<file path="src/frontend_pkg.sv">
package frontend_pkg;

	////////////////////////////////////////
	// micro-op encodings
	////////////////////////////////////////

	// alu operation sent down with the micro-op
	typedef enum logic [3:0] {
		alu_add,
		alu_sub,
		alu_slt,
		alu_sltu,
		alu_and,
		alu_or,
		alu_xor,
		alu_sll,
		alu_srl,
		alu_sra
	} alu_func_e;

	// operand a source
	typedef enum logic [1:0] {
		opa_is_rs1,
		opa_is_pc,
		opa_is_zero
	} opa_sel_e;

	// operand b source, the immediate type rides along here
	typedef enum logic [2:0] {
		opb_is_rs2,
		opb_is_i_imm,
		opb_is_s_imm,
		opb_is_b_imm,
		opb_is_u_imm,
		opb_is_j_imm
	} opb_sel_e;

	typedef enum logic {
		dest_rd,
		dest_none
	} dest_sel_e;

	////////////////////////////////////////
	// front-end sizes
	////////////////////////////////////////

	// icache line, two instructions
	localparam int line_width = 64;

	// bimodal table
	localparam int bht_entries   = 64;
	localparam int bht_idx_width = 6;
	localparam int bht_idx_lsb   = 2;  // word aligned pc
	localparam int counter_width = 2;
	localparam logic [counter_width-1:0] counter_reset = 2'd1;  // weakly not-taken
	localparam logic [counter_width-1:0] counter_max   = 2'd3;

endpackage

</file>
<file path="src/rv_isa_pkg.sv">
package rv_isa_pkg;

	////////////////////////////////////////
	// base widths
	////////////////////////////////////////

	// data and address width of the core
	localparam int xlen = 32;

	// register index width, x0..x31
	localparam int reg_idx_width = 5;

	// x0 reads as zero, used as "no destination"
	localparam logic [reg_idx_width-1:0] zero_reg = 5'd0;

	localparam int opcode_width = 7;

	////////////////////////////////////////
	// instruction field positions
	////////////////////////////////////////

	localparam int rd_lsb     = 7;
	localparam int funct3_lsb = 12;
	localparam int rs1_lsb    = 15;
	localparam int rs2_lsb    = 20;
	localparam int funct7_lsb = 25;

	////////////////////////////////////////
	// major opcodes, bits 6..0
	////////////////////////////////////////

	typedef enum logic [opcode_width-1:0] {
		op_lui    = 7'b0110111,
		op_auipc  = 7'b0010111,
		op_jal    = 7'b1101111,
		op_jalr   = 7'b1100111,
		op_branch = 7'b1100011,
		op_load   = 7'b0000011,
		op_store  = 7'b0100011,
		op_imm    = 7'b0010011,
		op_reg    = 7'b0110011,
		op_system = 7'b1110011
	} rv_opcode_e;

	// funct3 of the integer alu group, shared by op_imm and op_reg
	localparam logic [2:0] funct3_add_sub = 3'b000;
	localparam logic [2:0] funct3_sll     = 3'b001;
	localparam logic [2:0] funct3_slt     = 3'b010;
	localparam logic [2:0] funct3_sltu    = 3'b011;
	localparam logic [2:0] funct3_xor     = 3'b100;
	localparam logic [2:0] funct3_srl_sra = 3'b101;
	localparam logic [2:0] funct3_or      = 3'b110;
	localparam logic [2:0] funct3_and     = 3'b111;

	// funct7 variants
	localparam logic [6:0] funct7_zero = 7'b0000000;
	localparam logic [6:0] funct7_alt  = 7'b0100000;  // sub, sra
	localparam logic [6:0] funct7_mul  = 7'b0000001;  // M extension

	// wfi, the only system word the front end accepts (treated as halt)
	localparam logic [31:0] inst_wfi = 32'h1050_0073;

endpackage

</file>
<file path="src/branch_predictor.sv">
`timescale 1ns/1ps

module branch_predictor (
	input  logic                                 clock,
	input  logic                                 reset,
	input  logic [rv_isa_pkg::xlen-1:0]          pc,
	input  logic [31:0]                          inst,
	input  logic                                 is_branch,
	input  logic                                 is_jump,
	input  logic                                 resolve_valid,
	input  logic                                 resolve_is_branch,
	input  logic                                 resolve_taken,
	input  logic [frontend_pkg::bht_idx_width-1:0] resolve_tag,
	output logic                                 predict_taken,
	output logic [rv_isa_pkg::xlen-1:0]          predict_target,
	output logic [frontend_pkg::bht_idx_width-1:0] dirp_tag
);

	// one 2-bit saturating counter per entry
	logic [frontend_pkg::counter_width-1:0] counters [frontend_pkg::bht_entries];

	logic [frontend_pkg::counter_width-1:0] cur_count;
	logic [frontend_pkg::counter_width-1:0] res_count;
	logic                                   dir_taken;
	logic [rv_isa_pkg::xlen-1:0]            b_imm;
	logic [rv_isa_pkg::xlen-1:0]            j_imm;
	logic [rv_isa_pkg::xlen-1:0]            pc_plus_4;

	////////////////////////////////////////
	// lookup
	////////////////////////////////////////

	// indexed by pc bits 7..2, no tag match
	assign dirp_tag  = pc[frontend_pkg::bht_idx_lsb +: frontend_pkg::bht_idx_width];
	assign cur_count = counters[dirp_tag];

	// counter 2 or 3 means taken
	assign dir_taken = cur_count[frontend_pkg::counter_width-1];

	// sign extended b and j immediates
	assign b_imm = {{20{inst[31]}}, inst[7], inst[30:25], inst[11:8], 1'b0};
	assign j_imm = {{12{inst[31]}}, inst[19:12], inst[20], inst[30:21], 1'b0};

	assign pc_plus_4 = pc + 32'd4;

	// jal always taken, jalr left to pc+4
	assign predict_taken = is_jump || (is_branch && dir_taken);

	always_comb begin
		if (is_jump)
			predict_target = pc + j_imm;
		else if (is_branch && dir_taken)
			predict_target = pc + b_imm;
		else
			predict_target = pc_plus_4;
	end

	////////////////////////////////////////
	// resolution update
	////////////////////////////////////////

	assign res_count = counters[resolve_tag];

	always_ff @(posedge clock) begin
		if (reset) begin
			for (int i = 0; i < frontend_pkg::bht_entries; i++)
				counters[i] <= frontend_pkg::counter_reset;
		end else if (resolve_valid && resolve_is_branch) begin
			// saturate at 0 and 3
			if (resolve_taken) begin
				if (res_count != frontend_pkg::counter_max)
					counters[resolve_tag] <= res_count + 1'b1;
			end else begin
				if (res_count != '0)
					counters[resolve_tag] <= res_count - 1'b1;
			end
		end
	end

	// decoder never flags a word as both branch and jump
	branch_jump_excl: assert property (
		@(posedge clock) disable iff (reset)
		!(is_branch && is_jump)
	);

endmodule

</file>
<file path="src/dispatch_stage.sv">
`timescale 1ns/1ps

module dispatch_stage (
	input  logic                                   clock,
	input  logic                                   reset,
	input  logic                                   stall,
	input  logic [frontend_pkg::line_width-1:0]    icache_data,
	input  logic                                   icache_valid,
	input  logic                                   squash,
	input  logic [rv_isa_pkg::xlen-1:0]            squash_target,
	input  logic                                   resolve_valid,
	input  logic                                   resolve_is_branch,
	input  logic                                   resolve_taken,
	input  logic [frontend_pkg::bht_idx_width-1:0] resolve_tag,
	output logic [rv_isa_pkg::xlen-1:0]            imem_addr,
	output logic                                   dispatch_valid,
	output logic [rv_isa_pkg::xlen-1:0]            dispatch_pc,
	output logic [rv_isa_pkg::xlen-1:0]            dispatch_npc,
	output logic [31:0]                            dispatch_inst,
	output frontend_pkg::opa_sel_e                 opa_select,
	output frontend_pkg::opb_sel_e                 opb_select,
	output frontend_pkg::alu_func_e                alu_func,
	output logic [rv_isa_pkg::reg_idx_width-1:0]   dest_reg_idx,
	output logic                                   rd_mem,
	output logic                                   wr_mem,
	output logic                                   cond_branch,
	output logic                                   uncond_branch,
	output logic                                   mult_op,
	output logic                                   halt,
	output logic                                   illegal,
	output logic                                   rs1_req,
	output logic [rv_isa_pkg::reg_idx_width-1:0]   rs1_idx,
	output logic                                   rs2_req,
	output logic [rv_isa_pkg::reg_idx_width-1:0]   rs2_idx,
	output logic                                   predict_taken,
	output logic [rv_isa_pkg::xlen-1:0]            predict_target,
	output logic [frontend_pkg::bht_idx_width-1:0] dirp_tag
);

	logic [rv_isa_pkg::xlen-1:0] pc_reg;
	logic [rv_isa_pkg::xlen-1:0] next_pc;
	logic                        fetch_ok;
	logic                        valid_inst;
	frontend_pkg::dest_sel_e     dest_select;
	rv_isa_pkg::rv_opcode_e      opcode;

	////////////////////////////////////////
	// fetch
	////////////////////////////////////////

	// line aligned address, pc bit 2 picks the half
	assign imem_addr     = {pc_reg[rv_isa_pkg::xlen-1:3], 3'b000};
	assign dispatch_inst = pc_reg[2] ? icache_data[rv_isa_pkg::xlen +: 32] : icache_data[31:0];

	assign dispatch_pc  = pc_reg;
	assign dispatch_npc = pc_reg + 32'd4;

	// decoder sees a bubble while stalled or waiting on the cache
	assign fetch_ok       = !stall && icache_valid;
	assign dispatch_valid = valid_inst;

	assign opcode = rv_isa_pkg::rv_opcode_e'(dispatch_inst[rv_isa_pkg::opcode_width-1:0]);

	instr_decoder decoder_i (
		.valid         (fetch_ok),
		.inst          (dispatch_inst),
		.opa_select    (opa_select),
		.opb_select    (opb_select),
		.alu_func      (alu_func),
		.dest_select   (dest_select),
		.rd_mem        (rd_mem),
		.wr_mem        (wr_mem),
		.cond_branch   (cond_branch),
		.uncond_branch (uncond_branch),
		.mult_op       (mult_op),
		.halt          (halt),
		.illegal       (illegal),
		.valid_inst    (valid_inst)
	);

	// jalr is uncond too but only jal gets a target
	branch_predictor predictor_i (
		.clock             (clock),
		.reset             (reset),
		.pc                (pc_reg),
		.inst              (dispatch_inst),
		.is_branch         (cond_branch),
		.is_jump           (uncond_branch && opcode == rv_isa_pkg::op_jal),
		.resolve_valid     (resolve_valid),
		.resolve_is_branch (resolve_is_branch),
		.resolve_taken     (resolve_taken),
		.resolve_tag       (resolve_tag),
		.predict_taken     (predict_taken),
		.predict_target    (predict_target),
		.dirp_tag          (dirp_tag)
	);

	////////////////////////////////////////
	// register requests
	////////////////////////////////////////

	always_comb begin
		case (dest_select)
			frontend_pkg::dest_rd: dest_reg_idx = dispatch_inst[rv_isa_pkg::rd_lsb +: 5];
			default:               dest_reg_idx = rv_isa_pkg::zero_reg;
		endcase

		// rs1 unused by lui auipc jal
		rs1_req = !(opcode inside {rv_isa_pkg::op_lui, rv_isa_pkg::op_auipc, rv_isa_pkg::op_jal});
		rs1_idx = rs1_req ? dispatch_inst[rv_isa_pkg::rs1_lsb +: 5] : rv_isa_pkg::zero_reg;

		rs2_req = opcode inside {rv_isa_pkg::op_branch, rv_isa_pkg::op_store, rv_isa_pkg::op_reg};
		rs2_idx = rs2_req ? dispatch_inst[rv_isa_pkg::rs2_lsb +: 5] : rv_isa_pkg::zero_reg;
	end

	////////////////////////////////////////
	// pc register
	////////////////////////////////////////

	// squash wins over the prediction and over stall
	assign next_pc = squash ? squash_target : predict_target;

	always_ff @(posedge clock) begin
		if (reset)
			pc_reg <= '0;
		else if (dispatch_valid || squash)
			pc_reg <= next_pc;
	end

	// redirect lands one edge after squash
	squash_redirects: assert property (
		@(posedge clock) disable iff (reset)
		squash |=> (pc_reg == $past(squash_target))
	);

endmodule

</file>
<file path="src/instr_decoder.sv">
`timescale 1ns/1ps

module instr_decoder (
	input  logic                    valid,
	input  logic [31:0]             inst,
	output frontend_pkg::opa_sel_e  opa_select,
	output frontend_pkg::opb_sel_e  opb_select,
	output frontend_pkg::alu_func_e alu_func,
	output frontend_pkg::dest_sel_e dest_select,
	output logic                    rd_mem,
	output logic                    wr_mem,
	output logic                    cond_branch,
	output logic                    uncond_branch,
	output logic                    mult_op,
	output logic                    halt,
	output logic                    illegal,
	output logic                    valid_inst
);

	rv_isa_pkg::rv_opcode_e opcode;
	logic [2:0]             funct3;
	logic [6:0]             funct7;
	logic                   legal;

	assign opcode = rv_isa_pkg::rv_opcode_e'(inst[rv_isa_pkg::opcode_width-1:0]);
	assign funct3 = inst[rv_isa_pkg::funct3_lsb +: 3];
	assign funct7 = inst[rv_isa_pkg::funct7_lsb +: 7];

	// integer alu op from funct3, alt selects sub / sra
	function automatic frontend_pkg::alu_func_e f3_to_alu(input logic [2:0] f3, input logic alt);
		case (f3)
			rv_isa_pkg::funct3_add_sub: return alt ? frontend_pkg::alu_sub : frontend_pkg::alu_add;
			rv_isa_pkg::funct3_sll:     return frontend_pkg::alu_sll;
			rv_isa_pkg::funct3_slt:     return frontend_pkg::alu_slt;
			rv_isa_pkg::funct3_sltu:    return frontend_pkg::alu_sltu;
			rv_isa_pkg::funct3_xor:     return frontend_pkg::alu_xor;
			rv_isa_pkg::funct3_srl_sra: return alt ? frontend_pkg::alu_sra : frontend_pkg::alu_srl;
			rv_isa_pkg::funct3_or:      return frontend_pkg::alu_or;
			default:                    return frontend_pkg::alu_and;
		endcase
	endfunction

	always_comb begin
		// bubble
		opa_select    = frontend_pkg::opa_is_rs1;
		opb_select    = frontend_pkg::opb_is_rs2;
		alu_func      = frontend_pkg::alu_add;
		dest_select   = frontend_pkg::dest_none;
		rd_mem        = 1'b0;
		wr_mem        = 1'b0;
		cond_branch   = 1'b0;
		uncond_branch = 1'b0;
		mult_op       = 1'b0;
		halt          = 1'b0;
		legal         = 1'b0;

		if (valid) begin
			case (opcode)
				rv_isa_pkg::op_lui: begin
					legal       = 1'b1;
					opa_select  = frontend_pkg::opa_is_zero;
					opb_select  = frontend_pkg::opb_is_u_imm;
					dest_select = frontend_pkg::dest_rd;
				end
				rv_isa_pkg::op_auipc: begin
					legal       = 1'b1;
					opa_select  = frontend_pkg::opa_is_pc;
					opb_select  = frontend_pkg::opb_is_u_imm;
					dest_select = frontend_pkg::dest_rd;
				end
				// jumps compute the target in the alu, link goes to rd
				rv_isa_pkg::op_jal: begin
					legal         = 1'b1;
					opa_select    = frontend_pkg::opa_is_pc;
					opb_select    = frontend_pkg::opb_is_j_imm;
					dest_select   = frontend_pkg::dest_rd;
					uncond_branch = 1'b1;
				end
				rv_isa_pkg::op_jalr: begin
					legal         = (funct3 == 3'b000);
					opb_select    = frontend_pkg::opb_is_i_imm;
					dest_select   = frontend_pkg::dest_rd;
					uncond_branch = 1'b1;
				end
				// 010 and 011 are holes in the branch group
				rv_isa_pkg::op_branch: begin
					legal       = !(funct3 inside {3'b010, 3'b011});
					opa_select  = frontend_pkg::opa_is_pc;
					opb_select  = frontend_pkg::opb_is_b_imm;
					cond_branch = 1'b1;
				end
				// lb lh lw lbu lhu
				rv_isa_pkg::op_load: begin
					legal       = funct3 inside {3'b000, 3'b001, 3'b010, 3'b100, 3'b101};
					opb_select  = frontend_pkg::opb_is_i_imm;
					dest_select = frontend_pkg::dest_rd;
					rd_mem      = 1'b1;
				end
				// sb sh sw
				rv_isa_pkg::op_store: begin
					legal      = funct3 inside {3'b000, 3'b001, 3'b010};
					opb_select = frontend_pkg::opb_is_s_imm;
					wr_mem     = 1'b1;
				end
				rv_isa_pkg::op_imm: begin
					opb_select  = frontend_pkg::opb_is_i_imm;
					dest_select = frontend_pkg::dest_rd;
					// bit 30 only means sra for the shift group, elsewhere it is imm
					alu_func = f3_to_alu(funct3,
						(funct3 == rv_isa_pkg::funct3_srl_sra) && inst[30]);
					if (funct3 == rv_isa_pkg::funct3_sll)
						legal = (funct7 == rv_isa_pkg::funct7_zero);
					else if (funct3 == rv_isa_pkg::funct3_srl_sra)
						legal = funct7 inside {rv_isa_pkg::funct7_zero, rv_isa_pkg::funct7_alt};
					else
						legal = 1'b1;
				end
				rv_isa_pkg::op_reg: begin
					dest_select = frontend_pkg::dest_rd;
					alu_func    = f3_to_alu(funct3, funct7 == rv_isa_pkg::funct7_alt);
					if (funct7 == rv_isa_pkg::funct7_mul) begin
						// multiply family, funct3 picks the variant downstream
						legal   = 1'b1;
						mult_op = 1'b1;
					end else if (funct7 == rv_isa_pkg::funct7_alt)
						legal = funct3 inside {rv_isa_pkg::funct3_add_sub, rv_isa_pkg::funct3_srl_sra};
					else
						legal = (funct7 == rv_isa_pkg::funct7_zero);
				end
				// csr and ecall fall out as illegal
				rv_isa_pkg::op_system: begin
					legal = (inst == rv_isa_pkg::inst_wfi);
					halt  = legal;
				end
				default: legal = 1'b0;
			endcase

			// an unknown word goes down as a bubble with illegal set
			if (!legal) begin
				opa_select    = frontend_pkg::opa_is_rs1;
				opb_select    = frontend_pkg::opb_is_rs2;
				alu_func      = frontend_pkg::alu_add;
				dest_select   = frontend_pkg::dest_none;
				rd_mem        = 1'b0;
				wr_mem        = 1'b0;
				cond_branch   = 1'b0;
				uncond_branch = 1'b0;
				mult_op       = 1'b0;
				halt          = 1'b0;
			end
		end

		illegal    = valid && !legal;
		valid_inst = valid && legal;
	end

	// at most one op class per word
	one_op_class: assert final (
		$onehot0({rd_mem, wr_mem, cond_branch, uncond_branch, mult_op, halt})
	);

endmodule

</file>
<file path="config.mk">
export PLATFORM = sky130hd
export DESIGN_NAME = dispatch_stage
export DESIGN_NICKNAME = d
export VERILOG_FILES = /design/src/frontend_pkg.sv /design/src/rv_isa_pkg.sv /design/src/branch_predictor.sv /design/src/dispatch_stage.sv /design/src/instr_decoder.sv
export SDC_FILE = /design/constraint.sdc
export NUM_CORES = 1
export LEC_CHECK = 0
export BUFFER_PORTS_ARGS = -buffer_cell sky130_fd_sc_hd__buf_2
export CAP_MARGIN = 20
export CELL_PAD_IN_SITES_DETAIL_PLACEMENT = 1
export CELL_PAD_IN_SITES_GLOBAL_PLACEMENT = 2
export CORE_ASPECT_RATIO = 1.2
export CORE_UTILIZATION = 36
export DETAILED_ROUTE_END_ITERATION = 16
export HOLD_SLACK_MARGIN = 0.05
export PLACE_DENSITY = 0.93
export SETUP_SLACK_MARGIN = 0.2
export SLEW_MARGIN = 5
export SYNTH_ARGS = -nofsm -noshare
export SYNTH_HDL_FRONTEND = slang
export SYNTH_SLANG_ARGS = --single-unit
</file>
<file path="constraint.sdc">
create_clock -name clock -period 9.6 [get_ports clock]
set_clock_uncertainty 0.1 [all_clocks]
set_input_delay 0.96 -clock clock [delete_from_list [all_inputs] [get_ports clock]]
set_output_delay 0.96 -clock clock [all_outputs]
set_load 0.01 [all_outputs]
</file>
* Yosys cells after proc, flatten, opt, wreduce, memory -nomap -nowiden
Memory sizes are Yosys's and may differ from the RTL's. A register that Yosys moved wholly into a read port is not among the register bits.
Index checks and enable logic that the tools add are counted.
** Cells by class
- $add $sub $neg :: 5
- Eq/ne operators :: 20
- Multiplexer cells :: 69
- Bitwise logic cells :: 1
- Reductions and logical operators :: 30
** Operators by type and width (number)
- 32-bit 2-to-1 mux :: 4
- 32-bit adder :: 2
- 4-bit one-hot mux with 7 select lines :: 2
- 1-bit 2-to-1 mux :: 45
- 32-bit by 3-bit adder with 32-bit output (second input constant) :: 1
- 32-bit by 29-bit equality test with 1-bit output (second input constant) :: 1
- 7-bit by 6-bit equality test with 1-bit output (second input constant) :: 4
- 7-bit equality test (second input constant) :: 4
- 6-bit 2-to-1 mux :: 3
- 5-bit 2-to-1 mux :: 3
- 3-bit one-hot mux with 5 select lines :: 1
- 7-bit by 5-bit equality test with 1-bit output (second input constant) :: 2
- 3-bit equality test (second input constant) :: 3
- 3-bit nonzero test :: 3
- 3-bit OR reduction :: 3
- 2-bit 2-to-1 mux :: 4
- 4-bit 2-to-1 mux :: 2
- 1-bit one-hot mux with 8 select lines :: 1
- 4-bit one-hot mux with 2 select lines :: 1
- 2-bit nonzero test :: 4
- 7-bit by 1-bit equality test with 1-bit output (second input constant) :: 1
- 7-bit by 2-bit equality test with 1-bit output (second input constant) :: 1
- 1-bit logical AND :: 7
- 7-bit logical NOT :: 1
- 14 further kinds :: 22
** Storage, ports and cells
- Flip-flop bits (word level) :: 32
- Memory bits (writable) :: 128
- Logic and storage cells :: 127
- Memories kept :: 1
** Memory list
- predictor_i.counters :: depth 64, width 2, read ports 2, clocked after Yosys merged registers in 1, write ports 64, line branch_predictor.sv:20 : logic [frontend_pkg::counter_width-1:0] counters [frontend_pkg::bht_entries];

* Depth between registers and ports, before layout
- Word-level depth :: 15
- Mapped depth :: 18
- Mapped depth without buffers :: 14

* Hierarchy
A second synthesis with hierarchy kept.
** Second synthesis, totals
- Cells, all modules :: 1638
- Area total of the unflattened synthesis :: 14607.8 um2
** Modules (own cells, without submodules)
- branch_predictor :: instances 1, cells an instance 1181, area each 11093.1 um2, seq. area each 3843.7 um2
- dispatch_stage :: instances 1, cells an instance 359, area each 2822.7 um2, seq. area each 640.6 um2
- instr_decoder :: instances 1, cells an instance 98, area each 691.9 um2, seq. area each 0.0 um2

* Worst setup path after synthesis
No wires, ideal clock.
- Kind :: register -> output
- From :: register pc_reg, in the netlist dispatch_pc[2]
- To :: output predict_target[22] in the netlist's numbering
- Arrival time :: 4501 ps
- Data required time :: 8540 ps
- Setup slack :: 4039 ps
- Cell stages (with the launch flop) :: 17
- Path buffers :: 4
- Cells stage by stage :: dfxtp_1 > buf_4 > buf_2 > buf_1 > clkbuf_1 > mux2i_1 > inv_1 > ha_1 > a211oi_1 > o21ai_0 > a2111oi_2 > o31ai_1 > a21oi_1 > nand2_1 > a2bb2oi_1 > or3_1 > and3_1
** On the way
- Elaborated cells between the ends (all ways) :: 48
- Those cells by class :: add/sub (3); eq/ne (18); mux (15); reduce/logical (12)
** RTL lines
- start, declared :: line dispatch_stage.sv:40 : logic [rv_isa_pkg::xlen-1:0] pc_reg;
- start signal, assigned :: line dispatch_stage.sv:127 : pc_reg <= next_pc;
- 32-bit 2-to-1 mux * :: line dispatch_stage.sv:53 : assign dispatch_inst = pc_reg[2] ? icache_data[rv_isa_pkg::xlen +: 32] : icache_data[31:0];
- named net dispatch_inst[9] :: line dispatch_stage.sv:19 : output logic [31:0] dispatch_inst,
- 32-bit by 29-bit equality test with 1-bit output :: line instr_decoder.sv:132 : legal = (inst == rv_isa_pkg::inst_wfi);
- 1-bit one-hot mux with 8 select lines :: line instr_decoder.sv:58 : case (opcode)
- 1-bit 2-to-1 mux :: line instr_decoder.sv:57 : if (valid) begin
- 1-bit 2-to-1 mux :: line instr_decoder.sv:139 : if (!legal) begin
- 1-bit 2-to-1 mux :: line instr_decoder.sv:57
- 1-bit logical AND :: line branch_predictor.sv:52 : else if (is_branch && dir_taken)
- 32-bit 2-to-1 mux :: line branch_predictor.sv:52
- 32-bit 2-to-1 mux * :: line branch_predictor.sv:50 : if (is_jump)
- end, declared :: line dispatch_stage.sv:36 : output logic [rv_isa_pkg::xlen-1:0] predict_target,
The timed path passes the listed nets; every way through them passes the cells marked *. The select of a mux whose other input is x is not followed.

* Final worst setup path
- From :: register pc_reg, in the netlist dispatch_pc[2]
- To :: output predict_target[22] in the netlist's numbering
** On the way
- Word-level cells in the longest chain between the ends :: 12
- Elaborated cells between the ends (all ways) :: 48
- Those cells by class :: add/sub (3); eq/ne (18); mux (15); reduce/logical (12)
** RTL lines (line)
- 32-bit 2-to-1 mux :: dispatch_stage.sv:53
- 7-bit by 6-bit equality test with 1-bit output, or another cell as far along :: instr_decoder.sv:114, instr_decoder.sv:125
- 2-bit nonzero test (on tied branches) :: instr_decoder.sv:114, instr_decoder.sv:126
- 1-bit 2-to-1 mux (on tied branches) :: instr_decoder.sv:113, instr_decoder.sv:125
- 1-bit 2-to-1 mux (on tied branches) :: instr_decoder.sv:111, instr_decoder.sv:121
- 1-bit one-hot mux with 8 select lines :: instr_decoder.sv:58
- 1-bit 2-to-1 mux :: instr_decoder.sv:57
- 1-bit 2-to-1 mux :: instr_decoder.sv:139
- 1-bit 2-to-1 mux :: instr_decoder.sv:57
- 1-bit logical AND :: branch_predictor.sv:52
- 32-bit 2-to-1 mux :: branch_predictor.sv:52
- 32-bit 2-to-1 mux * :: branch_predictor.sv:50
Mark *: on every way between the ends. The rest lies on a longest branch, timed or not. The select of a mux whose other input is x is not followed.

==> metrics.md <==
| Metric | Value |
|---|---|
| Status | `complete, no violations` |
| Share of layout cells above drive strength 1 | `0.263` |
| Vias in the first global route | `about 14k` |
| RR Endpoint | `dispatch_pc[24]$_SDFFE_PP0N_` |
| Clock sink count | `~170` |
| Dominant cell type by area after synthesis | `edfxtp_1` |
| Max Clock Freq | `~0.15 GHz` |
| Horiz. Die Dim | `approximately 180 µm` |
| FF+latch area | `approximately 4600 µm²` |
| # Post-CTS Setup Buffers | `0` |
| Min-delay src | `dispatch_pc[0]$_SDFFE_PP0P_` |
| First-pass GRT wire length | `approximately 90,000 µm` |
| Post-synth ARST share | `0` |
| Port bufs | `a little over 300` |
| Initial antenna violation count | `3` |
| Top delay family on crit path | `compound AO/OA/AOI/OAI gates` |
| CTS tree | `done` |
| Crit path launch type | `flop` |
| Synth cell count leaders | `nor2_1, nand2_1, edfxtp_1` |
| Unrepaired setup endpoints after global routing | `no` |
| Top-Level Pins | `311` |
| Hold path depth | `2` |
| Actual slew at the worst max-slew pin | `between 1000 and 1500 ps` |
| Avg Inst Size Synth | `between 8 and 9 µm²` |
| Vias per std cell | `6.16` |
| Peak supply drop | `0.104 mV` |
| Crit path cell chain | `buf_4 > mux2i_1 > inv_1 > ha_1 > a211oi_1 > o21ai_0 > a2111oi_2 > o31ai_1 > a21oi_1 > nand2_1 > a2bb2oi_1 > or3_1 > and3_1 > buf_2` |
| Cells after synthesis | `~1.6k` |
| Area taken by multi-input logic gates | `around 8600 µm²` |
| Detailed Route WL | `61,400 µm` |
| Clk_lat worst skew | `roughly 440 ps` |
| Setup-failing EPs final | `0` |
| Post-cts resize count | `0` |
| Synth top area share | `0.270` |
| Worst Path Required | `approximately 8500 ps` |
| Routability cong. | `just over 0.9` |
| Hold EP | `dispatch_pc[0]$_SDFFE_PP0P_` |
| Area delta synth->final | `15.2%` |
| Fin crit period | `~6500 ps` |
| Starting DRT DRC Count | `~1.3k` |
| Fin. Hold Viols | `0` |
| Hold Crit Class | `flop to flop` |
| Crit path largest cell delay | `660 ps` |
| Most frequent cell after synthesis | `nor2_1` |
| CP Max Fanout | `40` |
| Num CTS Buffers | `17` |
| Root Driver | `clkbuf_16` |
| WP buf/inv | `3` |
| Vias | `between 10k and 15k` |
| # DRC | `0` |
| CP arrival | `5390 ps` |
| Hpwl dp | `around 47,000 µm` |
| Internal reg-to-reg setup slack | `between 4000 and 5000 ps` |
| Cell leakage power | `between 6 and 7 nW` |
| WL per Instance | `between 20 and 30 µm` |
| Depth of the CTS H-tree | `4` |
| Pwr dens | `roughly 130 nW/µm²` |
| Total track usage | `0.299` |
| Initial Util | `0.367` |
| Grt total ovfl | `0` |
| FF-to-FF path depth | `14` |
| Worst Setup Path Type | `flop to output port` |
| CTS clk-pin slew, worst paths | `70 ps` |
| Core area | `38,800 µm²` |
| CP endpoint kind | `output port` |
| Max cap viols | `0` |
| Largest net degree at the start of global routing | `between 60 and 70` |
| Worst r2r src | `dispatch_pc[2]$_SDFFE_PP0N_` |
| Synth unique cells | `100` |
| Util after Layout | `0.423` |
| Final ANT Viol Nets | `0` |
| Rows | `between 70 and 80` |
| Main flop type after synthesis | `edfxtp_1` |
| Post-synthesis sequential area ratio | `0.323` |
| Cell Area, Synth | `14,200 µm²` |
| Slowest-stage cell, CP | `a2111oi_2` |
| Setup TNS | `0 ps` |
| Synth Register Bits | `between 150 and 200` |
| Fin. max-slew vios | `0` |
| Die Ht | `about 220 µm` |
| Clock buffer depth | `2` |
| Hold Buf Count CTS | `0` |
| Layout fillers | `between 4k and 5k` |
| Count of flip-flops with a built-in enable after synthesis | `~130` |
| Worst rel slew slack | `0.227` |
| Die footprint | `40,400 µm²` |
| Synth warn | `0` |
| Top cells by area, synth | `edfxtp_1, dfxtp_1, nor2_1, mux4_2, ha_1` |
| TritonRoute pass-1 iters | `7` |
| Final worst path period share | `0.672` |
| Nets | `1,947` |
## kinds of logic after synthesis
kind of cell    after synthesis  share of synthesized area
xor+xnor                     52                     0.0320
flops                       166                      0.323
compound gates              432                      0.217
buf+inv                     199                     0.0732
simple gates                592                      0.214
other cells                   1                   0.000263
fa+ha+maj                    46                     0.0414
mux                          97                     0.0993
## routing by layer
layer	vias up	share of wire	track usage
met5	-	0	0
met4	0	0.059	0.180
met3	154	0.072	0.0458
met2	731	0.50	0.528
met1	7160	0.37	0.338
li1	6335	-	-
## layout make-up
cell class	count	share of cell area
flip-flops and latches	166	0.281
multi-input cells	1222	0.525
repair buffers	331	0.106
diodes	3	0.000457
inverters	53	0.0121
clock inverters	12	0.00907
well taps	526	0.0401
clock buffers	20	0.0266
## metrics by stage
step | area, µm² | cells | power, mW | setup slack [ps] | hold slack (ps)
after floorplan | 14300 | 1587 | 1.24 | 4040 | 456
after global placement | 15800 | 2297 | 1.44 | 3750 | 414
after detailed placement | 15800 | 2297 | 1.46 | 3680 | 439
after CTS | 16400 | 2329 | 2.15 | 3190 | 451
after global routing | 16400 | 2333 | 2.23 | 2860 | 483
final | 16400 | 2333 | 2.16 | 3150 | 444
## flip-flops by register name, indices dropped and copies added (netlist names), named ones only
register	flops
predictor_i.counters	128
dispatch_pc	32
## worst register-to-register path: cells and delay by family (launching register included)
kind	cells	cell delay (ps)
AOI/OAI and AO/OA	10	2970
DFF	1	620
buffers and inverters	2	610
muxes	1	510
adders and majority gates	1	330
## worst max path at each step
| stage | startpoint | endpoint | cells after the start |
|---|---|---|---|
| final | dispatch_pc[2]$_SDFFE_PP0N_ | predict_target[22] | 14 |
| after global routing | dispatch_pc[2]$_SDFFE_PP0N_ | predict_target[22] | 14 |
| after CTS | dispatch_pc[2]$_SDFFE_PP0N_ | predict_target[22] | 14 |
| after detailed placement | dispatch_pc[2]$_SDFFE_PP0N_ | predict_target[22] | 14 |
| after global placement | dispatch_pc[2]$_SDFFE_PP0N_ | predict_target[22] | 14 |
| after floorplan | dispatch_pc[2]$_SDFFE_PP0N_ | predict_target[22] | 16 |
## placed cells by master (no fill, tap or decap), types with 27 or more instances in the layout
cell type	count
ha_1	44
nand4_1	27
nand2_1	129
mux2_2	30
edfxtp_1	128
o21ai_0	53
dfxtp_1	37
inv_1	51
nand2b_1	28
buf_2	306
nor2_1	160
a21oi_1	93
xnor2_1	31
nand3_1	63
a21o_1	63
mux2i_1	36
## report_power, final
part	total, mW	internal, mW	switching, mW
combinational	0.625	0.228	0.398
sequential	0.829	0.791	0.0382
clock	0.708	0.389	0.319
Note: power is estimated with default switching activity, not from simulation.
